## config.mk

```make
export PLATFORM = sky130hd
export DESIGN_NAME = frame_stats_flat
export DESIGN_NICKNAME = d
export VERILOG_FILES = /design/src/hdl/scope_pkg.sv /design/src/hdl/stats_if.sv /design/src/hdl/frame_stats.sv /design/src/flat_wrapper.sv
export SDC_FILE = /design/constraint.sdc
export NUM_CORES = 1
export LEC_CHECK = 0
export BUFFER_PORTS_ARGS = -buffer_cell sky130_fd_sc_hd__buf_2
export CELL_PAD_IN_SITES_DETAIL_PLACEMENT = 1
export CELL_PAD_IN_SITES_GLOBAL_PLACEMENT = 1
export CORE_MARGIN = 1.5
export CORE_UTILIZATION = 40
export DETAILED_ROUTE_END_ITERATION = 8
export PLACE_DENSITY_LB_ADDON = 0.1
export SLEW_MARGIN = 10
export SYNTH_ARGS = -nofsm -noshare
export SYNTH_HDL_FRONTEND = slang
export SYNTH_SLANG_ARGS = --single-unit
export TNS_END_PERCENT = 30
```

## constraint.sdc

```tcl
create_clock -name clk -period 2.5 [get_ports clk]
set_input_delay 0.125 -clock clk [delete_from_list [all_inputs] [get_ports clk]]
set_output_delay 0.125 -clock clk [all_outputs]
set_load 0.01 [all_outputs]
```

## src/hdl/scope_pkg.sv

```systemverilog
// shared widths, colours and display constants for the scrolling scope
// channel order everywhere is a0, a1, b0, b1
// chan_levels_t packs a0 in the top byte and b1 in the bottom byte
package scope_pkg;

	typedef logic [11:0] sample_t;
	typedef logic [7:0]  level_t;
	typedef logic [31:0] chan_levels_t;
	typedef logic [9:0]  coord_t;
	typedef logic [8:0]  col_addr_t;
	typedef logic [23:0] rgb_t;

	localparam int NUM_CHAN = 4;

	// window height and grid spacing, in lines
	localparam int V_HEIGHT    = 192;
	localparam int GRID_PITCH  = 32;
	localparam int GRID_PHASE  = 16;

	// lane shift added to the line offset before comparing with a level
	localparam int LANE_OFFSET [NUM_CHAN] = '{48, 16, -16, -48};

	// vsync falls per one second mark
	localparam int FRAMES_PER_MARK = 60;

	//////////////////////////////
	// colours
	//////////////////////////////
	localparam rgb_t COL_A0   = 24'hffffff;
	localparam rgb_t COL_A1   = 24'hff0000;
	localparam rgb_t COL_B0   = 24'h00ff00;
	localparam rgb_t COL_B1   = 24'h0000ff;
	localparam rgb_t COL_GRID = 24'h32006a;
	localparam rgb_t COL_BG   = 24'h1d1d1d;
	localparam rgb_t COL_OFF  = 24'h000000;

	// level of channel k (0 = a0) from a packed set of four
	function automatic level_t lane_level(chan_levels_t levels, int k);
		return levels[$bits(level_t) * (NUM_CHAN - 1 - k) +: $bits(level_t)];
	endfunction

endpackage
```

## src/hdl/stats_if.sv

```systemverilog
// one closed capture period on its way into the trace buffer
// four-phase req/ack, data must hold while req or ack is high
`timescale 1ns/1ps

interface stats_if;

	scope_pkg::chan_levels_t mins;
	scope_pkg::chan_levels_t maxs;
	logic mark;
	logic req;
	logic ack;

	modport source (
		output mins,
		output maxs,
		output mark,
		output req,
		input  ack
	);

	modport sink (
		input  mins,
		input  maxs,
		input  mark,
		input  req,
		output ack
	);

endinterface

```

## src/hdl/frame_stats.sv

```systemverilog
// min/max capture of four channels over N_FRAMES video frames
// a period closes on a strobed clock at a vsync rise when frame_cnt is zero
// the first close after reset only opens a period, no req is raised
// next close must be at least four clocks after req rises
`timescale 1ns/1ps

module frame_stats #(
	parameter int N_FRAMES = 2
) (
	input  logic clk,
	input  logic reset,
	input  logic vsync,
	input  logic ad_strobe,
	input  scope_pkg::sample_t [scope_pkg::NUM_CHAN-1:0] samples,
	stats_if.source stats
);

	localparam int FW = $clog2(N_FRAMES + 1);
	localparam int SW = $clog2(scope_pkg::FRAMES_PER_MARK);
	localparam int SB = $bits(scope_pkg::sample_t);
	localparam int LB = $bits(scope_pkg::level_t);

	logic vsync_d1;
	logic vs_rise;
	logic vs_fall;
	logic close;
	logic started;
	logic req_go;
	logic mark_cur;
	logic [FW-1:0] frame_cnt;
	logic [SW-1:0] sec_cnt;
	scope_pkg::sample_t min_cur [scope_pkg::NUM_CHAN];
	scope_pkg::sample_t max_cur [scope_pkg::NUM_CHAN];

	assign vs_rise = vsync & ~vsync_d1;
	assign vs_fall = ~vsync & vsync_d1;
	assign close   = ad_strobe & vs_rise & (frame_cnt == '0);

	//////////////////////////////
	// frame / second counters and req side
	//////////////////////////////
	always_ff @(posedge clk) begin
		if (reset) begin
			vsync_d1  <= 1'b0;
			frame_cnt <= '0;
			sec_cnt   <= '0;
			started   <= 1'b0;
			req_go    <= 1'b0;
			stats.req <= 1'b0;
		end else begin
			vsync_d1 <= vsync;
			if (vs_fall) begin
				frame_cnt <= (frame_cnt == FW'(N_FRAMES - 1)) ? '0 : frame_cnt + 1'b1;
				sec_cnt   <= (sec_cnt == SW'(scope_pkg::FRAMES_PER_MARK - 1)) ?
					'0 : sec_cnt + 1'b1;
			end
			if (close)
				started <= 1'b1;
			// held data loads on the close edge, req follows one clock later
			req_go <= close & started;
			if (req_go)
				stats.req <= 1'b1;
			else if (stats.ack)
				stats.req <= 1'b0;
		end
	end

	//////////////////////////////
	// running extremes
	//////////////////////////////
	always_ff @(posedge clk) begin
		if (ad_strobe) begin
			if (close) begin
				// this sample opens the next period
				for (int k = 0; k < scope_pkg::NUM_CHAN; k++) begin
					min_cur[k] <= samples[k];
					max_cur[k] <= samples[k];
					stats.mins[LB * (scope_pkg::NUM_CHAN - 1 - k) +: LB] <=
						min_cur[k][SB-1 -: LB];
					stats.maxs[LB * (scope_pkg::NUM_CHAN - 1 - k) +: LB] <=
						max_cur[k][SB-1 -: LB];
				end
				mark_cur   <= (sec_cnt == '0);
				stats.mark <= mark_cur;
			end else begin
				for (int k = 0; k < scope_pkg::NUM_CHAN; k++) begin
					if (samples[k] < min_cur[k])
						min_cur[k] <= samples[k];
					if (samples[k] > max_cur[k])
						max_cur[k] <= samples[k];
				end
				// sticky, any second tick inside the period marks it
				mark_cur <= mark_cur | (sec_cnt == '0);
			end
		end
	end

endmodule

```

## src/flat_wrapper.sv

```systemverilog
// flat-port wrapper written by rule: the top's interface ports become plain ports
module frame_stats_flat 
#(
	parameter int N_FRAMES = 2
)
  (clk, reset, vsync, ad_strobe, samples, stats_mins, stats_maxs, stats_mark, stats_req, stats_ack);
  stats_if stats_i ();
  input  logic clk;
  input  logic reset;
  input  logic vsync;
  input  logic ad_strobe;
  input  scope_pkg::sample_t [scope_pkg::NUM_CHAN-1:0] samples;
  output wire logic [$bits(stats_i.mins)-1:0] stats_mins;
  output wire logic [$bits(stats_i.maxs)-1:0] stats_maxs;
  output wire logic [$bits(stats_i.mark)-1:0] stats_mark;
  output wire logic [$bits(stats_i.req)-1:0] stats_req;
  input wire logic [$bits(stats_i.ack)-1:0] stats_ack;
  assign stats_mins = stats_i.mins;
  assign stats_maxs = stats_i.maxs;
  assign stats_mark = stats_i.mark;
  assign stats_req = stats_i.req;
  assign stats_i.ack = stats_ack;
  frame_stats #(.N_FRAMES(N_FRAMES)) u_core (.clk(clk), .reset(reset), .vsync(vsync), .ad_strobe(ad_strobe), .samples(samples), .stats(stats_i));
endmodule
```

==> results.tsv, run 1 <==
stage	metric	value	unit
status	status	finished, final reports clean	
cells_and_area	fin area	9880	um^2
global_route	initial antenna violation count	0	
cells_and_area	area of the multi-input gates	2200	um^2
global_route	largest net degree at the start of global routing	29	
critical_path	startpoint class of the critical path	input port	
critical_path	Buf+Inv Stages, Crit Path	3	
cells_and_area	most frequent cells in the layout	162 x edfxtp_1, 118 x buf_2, 101 x inv_1	
sta	Period minus WS final	2.26	ns
sta	fin. max-slew vios	0	
sta	Final Cycle Share	0.906	
global_route	total track usage	0.177	
sta	Final Setup Violations	0	
cts	Clock Sink Count	174	
cells_and_area	P&R area growth vs syn	28.0	%
routing	drt total wl	17.0	mm
floorplanning	Core Rows	50	
logic_synthesis	synthesized area per cell	14.0	um^2
floorplanning	# IOs	119	
cells_and_area	FILL cells	1944	
sta	worst rel slew slack	0.625	
sta	unrepaired setup endpoints after global routing	false	
critical_path	CP startpoint	samples[10]	
critical_path	Critical Path Sink Type	register	
hold_path	Hold Path Class	in -> reg	
global_route	grt ovf	0	
sta	Slew @ Worst Pin	0.548	ns
routing	Remaining DRCs	0	
sta	clock skew	0.0108	ns
placed_design	port buffer count	118	
flow_run	max_cap viols	0	
cells_and_area	share of cells above drive strength 1	0.237	
critical_path	FF-to-FF End	u_core.max_cur[0][10]	
critical_path	Setup CP Type	in -> reg	
placed_design	pre-CTS setup slack	0.236	ns
critical_path	reg2reg start	u_core.max_cur[0][10]	
logic_synthesis	sequential area share after synthesis	0.662	
critical_path	CP arrival	2.40	ns
critical_path	Critical Path Fanout Max	8	
critical_path	crit-path cells	dlygate4sd3_1 > buf_2 > ha_1 > nand4_1 > or2_2 > a21oi_1 > a2111oi_0 > o21ai_0 > buf_4	
routing	Via density	4.82	
sta	Max Clk Rate	442	MHz
cells_and_area	Nets	901	
cts	clock tree buffer depth	2	
routing	antenna viol nets, final	0	
routing	Via Count	4953	
floorplanning	Initial Util	0.410	
cells_and_area	Ant. Diodes	0	
cts	clock-pin slew on the worst setup and hold paths	0.07	ns
logic_synthesis	FFs w/ async S/R, synth	0	
sta	Final TNS setup	0	ns
placed_design	HPWL after DPL	12.3	mm
floorplanning	Die Y	142	um
critical_path	slowest stage cell on the critical path	dlygate4sd3_1	
global_route	vias in the first global route	5314	
sta	Hold Fails Final Rpt	0	
routing	WL/cell	16.6	um
critical_path	max incr delay on CP	0.53	ns
floorplanning	die area	20100	um^2
logic_synthesis	synth warn	0	
critical_path	CP required	2.63	ns
logic_synthesis	Post-synth top flop	edfxtp_1	
cts	total CTS buffers	17	
pwr	Pwr Total	7.15	mW
critical_path	R2R setup slack	0.24	ns
critical_path	Worst path top cell family by delay	buffers and inverters	
pwr	leakage	4.27	nW
cells_and_area	commonest non-fill, non-tap cell in the layout	edfxtp_1	
routing	first-pass iteration count of the detailed router	4	
critical_path	Reg2Reg Depth	8	
critical_path	Critical Path Sink	u_core.max_cur[0][10]	
sta	setup slack after layout	0.236	ns
placed_design	GPL Wtd Cong	0.736	
logic_synthesis	Post-Syn Instances	549	
logic_synthesis	number of synthesized flops with an enable pin	162	
pwr	Pwr Density	724	nW/um^2
logic_synthesis	Yosys reg bits	174	
critical_path	critical path depth	9	
cells_and_area	FF/Latch Area	5100	um^2
cts	H-tree depth	4	
floorplanning	Die X	142	um
cts	Root Driver	clkbuf_16	
placed_design	Cell Area, Placed	8760	um^2
global_route	first-pass GRT wire length	27.1	mm
logic_synthesis	Unique masters post-synth	33	
logic_synthesis	Mapped Area	7710	um^2
logic_synthesis	Synth Net Count	696	
floorplanning	Core ar.	18800	um^2
pwr	VDD IR max	452	uV
routing	Iteration-0 DRC Markers	156	
cts	Clk Latency, worst-skew pair	0.43	ns
cts	clock tree from TritonCTS	yes	
where the power goes:
part           total (mW)  switching [mW]  internal, mW
Combinational       0.860           0.495         0.365
Sequential           3.53          0.0819          3.45
Clock                2.76            1.17          1.59
sequential cells by signal, indices dropped and copies added (netlist names):
register,flops
u_core.frame_cnt,2
u_core.stats.req,1
u_core.max_cur,48
u_core.vsync_d1,1
u_core.req_go,1
u_core.sec_cnt,6
u_core.stats.maxs,32
u_core.mark_cur,1
u_core.min_cur,48
u_core.started,1
u_core.stats.mark,1
u_core.stats.mins,32
kinds of logic (layout without fill, tap and decap cells):
family	Yosys count	after routing	share of synthesized area
AOI/OAI and AO/OA	87	87	0.0709
xor gates and xnor gates	5	5	0.00568
adders and majority gates	94	94	0.152
buffers and inverters	105	323	0.0527
DFF	174	174	0.662
and+or+nand+nor	84	84	0.0563
layout make-up:
| type | instances | area share |
|---|---|---|
| timing repair buffer | 189 | 0.127 |
| sequential | 174 | 0.517 |
| clock inverter | 14 | 0.0182 |
| multi-input combinational | 270 | 0.223 |
| tap | 260 | 0.0329 |
| inverter | 102 | 0.0389 |
| clock buffer | 18 | 0.0435 |
metal layers:
layer	GRT usage	routed length, um	up-vias
met5	0	0	-
met4	0.0629	313	0
met3	0.0300	453	24
met2	0.321	8780	94
met1	0.210	7460	2430
li1	-	-	2405
synth_stat cells, types with 2 or more instances:
cell / instances / area share
edfxtp_1: 162 / 0.63
inv_1: 101 / 0.049
ha_1: 94 / 0.15
a21oi_1: 30 / 0.019
o21ai_0: 19 / 0.012
nand4_1: 18 / 0.015
nor2_1: 18 / 0.0088
nand2_1: 16 / 0.0078
dfxtp_1: 12 / 0.031
a211oi_1: 10 / 0.0097
nor2b_1: 10 / 0.0081
a21o_1: 8 / 0.0078
nand3_1: 8 / 0.0052
a2111oi_0: 4 / 0.0045
a21oi_2: 4 / 0.0045
a31oi_1: 4 / 0.0032
nand2b_1: 4 / 0.0032
nor2_2: 4 / 0.0032
o211ai_1: 4 / 0.0039
xor2_1: 3 / 0.0034
o31ai_1: 2 / 0.0019
or2_2: 2 / 0.0016
xnor2_1: 2 / 0.0023
worst min path at each step:
stage / start / end / slack [ns] / depth (start not counted)
finish: ad_strobe / u_core.mark_cur / 0.15 / 2
floorplan: reset / u_core.vsync_d1 / 0.20 / 1
global placement: samples[24] / u_core.max_cur[0][24] / 0.34 / 1
detailed placement: samples[24] / u_core.max_cur[0][24] / 0.36 / 1
global route: ad_strobe / u_core.mark_cur / 0.15 / 2
CTS: ad_strobe / u_core.mark_cur / 0.14 / 2
through the flow:
step,util,hold WS (ns),instances
floorplan,-,0.197,549
global placement,0.465,0.341,944
detailed placement,0.465,0.355,944
CTS,0.524,0.142,1027
global route,0.524,0.147,1027
finish,0.524,0.150,1027
what timing repair did:
item / in CTS / in global routing
gates resized for setup: 0 / 0
setup buffers: 0 / 0
hold buffers: 51 / 0
endpoints found under the hold margin: 101 / 0
No activity file was read; power rests on OpenSTA's default activity.
==> inputs of run 2 (changes only) <==
==> constraint.sdc (replaced) <==
create_clock -name clk -period 2.6 [get_ports clk]
set_input_delay 0.13 -clock clk [delete_from_list [all_inputs] [get_ports clk]]
set_output_delay 0.13 -clock clk [all_outputs]
set_load 0.01 [all_outputs]
==> results.tsv, run 2 (synthesis results as in run 1) <==
stage	metric	value	unit	change
status	status	finished, final reports clean		
floorplanning	# IOs	119		unchanged
sta	unrepaired setup endpoints after global routing	false		
hold_path	Hold Path Class	in -> reg		
critical_path	Critical Path Fanout Max	9		+1
cells_and_area	P&R area growth vs syn	26.8	%	
hold_path	hold wc startpoint	stats_ack		
sta	setup slack after layout	0.349	ns	+0.113 ns
routing	drt total wl	16.6	mm	-2.1%
cts	Clock Sink Count	174		unchanged
sta	Slew @ Worst Pin	0.514	ns	-0.0343 ns
flow_run	max_cap viols	0		unchanged
hold_path	WHS Endpoint	u_core.stats.req		
routing	first-pass iteration count of the detailed router	6		+2
global_route	total track usage	0.176		-0.000808
sta	Hold Fails Final Rpt	0		unchanged
routing	Via density	4.75		-1.4%
sta	Final Cycle Share	0.866		
routing	Iteration-0 DRC Markers	208		+33%
sta	fin. max-slew vios	0		unchanged
cts	clock tree buffer depth	2		unchanged
cts	clock tree from TritonCTS	yes		
sta	Hold Slack	0.0107	ns	-0.140 ns
cts	Clk Latency, worst-skew pair	0.43	ns	about the same
routing	Via Count	4853		-2.0%
global_route	vias in the first global route	5241		-1.4%
critical_path	FF-to-FF End	u_core.min_cur[0][0]		
global_route	first-pass GRT wire length	27.1	mm	+0.18%
critical_path	R2R setup slack	0.38	ns	+0.14 ns
critical_path	reg2reg start	u_core.min_cur[0][5]		
pwr	VDD IR max	465	uV	+2.8%
critical_path	CP required	2.73	ns	+0.10 ns
floorplanning	die area	20100	um^2	unchanged
routing	metal2 WL	8.05	mm	-8.4%
floorplanning	Core ar.	18800	um^2	unchanged
placed_design	GPL Wtd Cong	0.744		+1.1%
critical_path	startpoint class of the critical path	input port		
global_route	largest net degree at the start of global routing	32		+10%
sta	Period minus WS final	2.25	ns	
cells_and_area	FF/Latch Area	5100	um^2	unchanged
routing	Metal-1 WL	7.90	mm	+5.9%
hold_path	Min-Delay Path Depth	4		+2
routing	Remaining DRCs	0		unchanged
critical_path	Reg2Reg Depth	8		unchanged
pwr	Pwr Total	6.68	mW	-6.6%
critical_path	Setup CP Type	in -> reg		
cts	clock-pin slew on the worst setup and hold paths	0.06	ns	about the same
sta	clock skew	0.0109	ns	+0.0000930 ns
cts	total CTS buffers	17		unchanged
cells_and_area	largest registers	u_core.max_cur x48, u_core.min_cur x48		
placed_design	HPWL after DPL	11.8	mm	-4.1%
cells_and_area	Nets	895		-0.67%
cts	post-CTS sizing	0		unchanged
cells_and_area	share of cells above drive strength 1	0.226		-0.0113
cts	H-tree depth	4		unchanged
placed_design	port buffer count	118		unchanged
routing	antenna viol nets, final	0		unchanged
cts	Root Driver	clkbuf_16		
cells_and_area	most frequent cells in the layout	162 x edfxtp_1, 118 x buf_2, 101 x inv_1		
floorplanning	Die X	142	um	unchanged
floorplanning	Core Rows	50		unchanged
cells_and_area	FILL cells	1953		+0.46%
global_route	initial antenna violation count	0		unchanged
global_route	grt ovf	0		unchanged
routing	metal3 WL	495	um	+9.3%
floorplanning	Die Y	142	um	unchanged
routing	uppermost layer routed	met4		
routing	WL/cell	16.3	um	-1.6%
sta	Final TNS setup	0	ns	unchanged
pwr	Pwr Density	683	nW/um^2	-5.6%
floorplanning	Initial Util	0.410		unchanged
cells_and_area	Ant. Diodes	0		unchanged
critical_path	CP arrival	2.38	ns	-0.02 ns
critical_path	Critical Path Sink Type	register		
cells_and_area	commonest non-fill, non-tap cell in the layout	edfxtp_1		
sta	Max Clk Rate	444	MHz	
sta	Final Setup Violations	0		unchanged
pwr	leakage	4.19	nW	-1.8%
cells_and_area	area of the multi-input gates	2200	um^2	unchanged
placed_design	pre-CTS setup slack	0.383	ns	+0.147 ns
sta	worst rel slew slack	0.654		+0.0286
-- run 2: changes by cell type in the layout (fill, tap and decap cells not counted), sizes merged --
cell	change
buf	-5
dlygate4sd3	-1
clkinvlp	+5
clkinv	-4
clkbuf	+5
bufinv	-1
inv	-5
-- run 2: critical path, stage by stage --
cell and delay, ns:
dlygate4sd3_1 0.54, buf_2 0.15, ha_1 0.31, a21oi_1 0.15, nor2_1 0.06, a211oi_1 0.26
o21ai_0 0.25, a21oi_2 0.29, buf_4 0.24
-- run 2: per-stage QoR --
step                      utilization  instance area, um^2  std cells
after floorplan                     -                 7710        549
after global placement          0.463                 8720        939
after detailed placement        0.463                 8720        939
after CTS                       0.519                 9780       1021
after global routing            0.519                 9780       1021
final                           0.519                 9780       1021
-- run 2: worst max-delay path by stage --
| stage | start | endpoint | slack (ns) | depth (start not counted) |
|---|---|---|---|---|
| after floorplan | u_core.max_cur[0][46] | u_core.max_cur[0][36] | 0.07 | 7 |
| after global placement | u_core.max_cur[0][35] | u_core.max_cur[0][28] | 0.44 | 7 |
| after detailed placement | u_core.min_cur[0][5] | u_core.min_cur[0][3] | 0.38 | 8 |
| after CTS | u_core.min_cur[0][5] | u_core.min_cur[0][6] | 0.36 | 8 |
| after global routing | u_core.min_cur[0][5] | u_core.min_cur[0][0] | 0.23 | 8 |
| final | samples[5] | u_core.min_cur[0][0] | 0.35 | 9 |
-- run 2: final cells by class --
cell class                      instances  area share
Clock inverter                          9      0.0116
Sequential cell                       174       0.522
Clock buffer                           23      0.0458
Multi-Input combinational cell        270       0.225
Tap cell                              260      0.0333
Timing Repair Buffer                  183       0.123
Inverter                              102      0.0393
-- run 2: timing repair --
action,in CTS,in global routing
hold buffers,50,0
setup buffers,0,0
hold endpoints to repair,101,0
-- run 2: where the power goes --
group | internal, mW | switching, mW
clock | 1.42 | 1.06
combinational | 0.340 | 0.470
sequential | 3.32 | 0.0791
total | 5.07 | 1.61
-- run 2: routing by layer --
layer,up-vias,global-route usage
met5,-,0
met4,0,0.0591
met3,17,0.0351
met2,87,0.296
met1,2359,0.228
li1,2390,-
==> inputs of run 3 (changes only) <==
--- a/config.mk
+++ b/config.mk
@@ -9,7 +9,7 @@
 export CELL_PAD_IN_SITES_DETAIL_PLACEMENT = 1
 export CELL_PAD_IN_SITES_GLOBAL_PLACEMENT = 1
 export CORE_MARGIN = 1.5
-export CORE_UTILIZATION = 40
+export CORE_UTILIZATION = 47
 export DETAILED_ROUTE_END_ITERATION = 8
 export PLACE_DENSITY_LB_ADDON = 0.1
 export SLEW_MARGIN = 10
==> results.tsv, run 3 (synthesis results as in run 1) <==
stage	metric	value	unit	change
status	status	finished, final reports clean		
critical_path	startpoint class of the critical path	register		
hold_path	Min-Delay Path Depth	2		-2
sta	Max Clk Rate	417	MHz	-6.2%
flow_run	max_cap viols	0		unchanged
floorplanning	Core ar.	15900	um^2	-15%
pwr	Pwr Total	6.61	mW	-1.0%
critical_path	Critical Path Fanout Max	8		-1
cts	clock tree from TritonCTS	yes		
pwr	clock power share	0.362		-0.009
sta	fin. max-slew vios	0		unchanged
placed_design	DP Cell Count	896		-4.6%
cells_and_area	commonest non-fill, non-tap cell in the layout	edfxtp_1		
floorplanning	die area	17200	um^2	-15%
sta	unrepaired setup endpoints after global routing	false		
routing	WL/cell	17.3	um	+6.4%
sta	Hold Fails Final Rpt	0		unchanged
pwr	Net Sw Frac	0.247		+0.00648
floorplanning	# IOs	119		unchanged
cells_and_area	share of cells above drive strength 1	0.231		+0.00465
global_route	vias in the first global route	5286		+0.86%
routing	antenna viol nets, final	0		unchanged
cells_and_area	P&R area growth vs syn	26.2	%	
sta	Period minus WS final	2.40	ns	+0.150 ns
sta	Slew @ Worst Pin	0.591	ns	+0.0772 ns
global_route	grt ovf	0		unchanged
pwr	Comb pwr share	0.125		+0.004
sta	worst rel slew slack	0.602		-0.0520
global_route	largest net degree at the start of global routing	29		-9.4%
sta	Final Setup Violations	0		unchanged
routing	Via Count	4980		+2.6%
pwr	sw power	1.63	mW	+1.7%
critical_path	Worst path top cell family by delay	compound AO/OA/AOI/OAI gates		
routing	drt total wl	17.0	mm	+2.0%
placed_design	GPL Wtd Cong	0.770		+3.4%
routing	first-pass iteration count of the detailed router	4		-2
critical_path	Buf+Inv Stages, Crit Path	2		-1
pwr	sequential share of power	0.513		+0.005
pwr	Pwr Density	680	nW/um^2	-0.48%
pwr	cell internal pwr	4.98	mW	-1.8%
global_route	initial antenna violation count	0		unchanged
critical_path	critical path depth	8		-1
floorplanning	Die X	131	um	-7.6%
cts	post-CTS setup buffer count	0		unchanged
floorplanning	Core Rows	46		-8.0%
sta	Final Cycle Share	0.923		+0.0576
global_route	first-pass GRT wire length	27.4	mm	+1.2%
cts	Clk Latency, worst-skew pair	0.42	ns	about the same
critical_path	Reg2Reg Depth	8		unchanged
cts	total CTS buffers	17		unchanged
cells_and_area	Ant. Diodes	0		unchanged
pwr	VDD IR max	433	uV	-7.0%
hold_path	Hold Path Class	in -> reg		
floorplanning	Initial Util	0.484		+0.0742
cells_and_area	most frequent cells in the layout	162 x edfxtp_1, 118 x buf_2, 101 x inv_1		
routing	Via density	5.09		+7.0%
critical_path	slowest stage cell on the critical path	edfxtp_1		
critical_path	CP required	2.72	ns	about the same
cts	clock tree buffer depth	2		unchanged
cts	clock-pin slew on the worst setup and hold paths	0.07	ns	about the same
sta	clock skew	0.0111	ns	+0.000176 ns
critical_path	CP arrival	2.52	ns	+0.14 ns
cts	Root Driver	clkbuf_16		
placed_design	port buffer count	118		unchanged
sta	Final TNS setup	0	ns	unchanged
critical_path	Critical Path Sink Type	register		
cts	Clock Sink Count	174		unchanged
critical_path	crit-path cells	inv_1 > ha_1 > a21oi_1 > nor2_1 > a211oi_1 > o21ai_0 > a21oi_2 > buf_4		
cells_and_area	largest registers	u_core.max_cur x48, u_core.min_cur x48		
placed_design	HPWL after DPL	12.0	mm	+1.3%
cells_and_area	Finished Layout Cells	979		-4.1%
routing	Iteration-0 DRC Markers	210		+0.96%
floorplanning	Die Y	131	um	-7.6%
critical_path	max incr delay on CP	0.40	ns	-0.14 ns
cells_and_area	Nets	897		+0.22%
cts	H-tree depth	4		unchanged
routing	Remaining DRCs	0		unchanged
global_route	total track usage	0.206		+0.0299
pwr	leakage	4.21	nW	+0.47%
critical_path	Setup CP Type	reg -> reg		
## run 3: changes by cell type in the layout (fill, tap and decap cells not counted), moves of 2 or more
cell        before  now
clkbuf_1         6    1
clkinv_2         1    4
clkinv_1         0    2
inv_6            0    3
clkinvlp_4       6    3
## run 3: final cells by class
class                           instances  area (um^2)
Multi-Input combinational cell        270         2200
Fill cell                            1588         6210
Tap cell                              216          270
Sequential cell                       174         5100
Inverter                              102          384
Clock buffer                           18          429
Clock inverter                         14          119
Timing Repair Buffer                  185         1220
## run 3: power groups by stage
stage                     Combinational (mW)  Clock (mW)  Sequential, mW
after CTS                              0.835        2.44            3.39
after global routing                   0.937        2.52            3.41
final                                  0.827        2.39            3.39
after global placement                 0.714           0            3.44
after floorplan                        0.413           0            3.45
after detailed placement               0.759           0            3.45
## run 3: path summary, 6_finish.rpt
check        slack [ns]                   from                     to
min                0.15              ad_strobe        u_core.mark_cur
max reg2reg        0.20  u_core.min_cur[0][29]  u_core.min_cur[0][28]
max                0.20  u_core.min_cur[0][29]  u_core.min_cur[0][28]
min reg2reg        0.44    u_core.frame_cnt[1]    u_core.frame_cnt[1]
## run 3: routing by layer
metal | vias to the layer above | share of wire | GRT usage
met2 | 103 | 0.52 | 0.365
met1 | 2457 | 0.44 | 0.254
li1 | 2403 | - | -
met3 | 17 | 0.032 | 0.0340
met5 | - | 0 | 0
met4 | 0 | 0.015 | 0.0724
## run 3: worst register-to-register path, cell delays in order, from the launching register on
cell and delay (ns):
edfxtp_1 0.40, inv_1 0.08, ha_1 0.24, a21oi_1 0.14
nor2_1 0.08, a211oi_1 0.36, o21ai_0 0.24, a21oi_2 0.32
buf_4 0.24
## run 3: what timing repair did
action,CTS,global route
hold buffers,51,0
gates resized for setup,0,0
endpoints found under the hold margin,101,0
## run 3: per-stage QoR
step	hold WS (ns)	setup slack, ns	area [um^2]	util
finish	0.154	0.200	9730	0.610
detailed placement	0.369	0.401	8670	0.544
global route	0.159	0.122	9730	0.610
global placement	0.357	0.464	8670	0.544
floorplan	0.202	0.0729	7710	-
CTS	0.140	0.397	9730	0.610
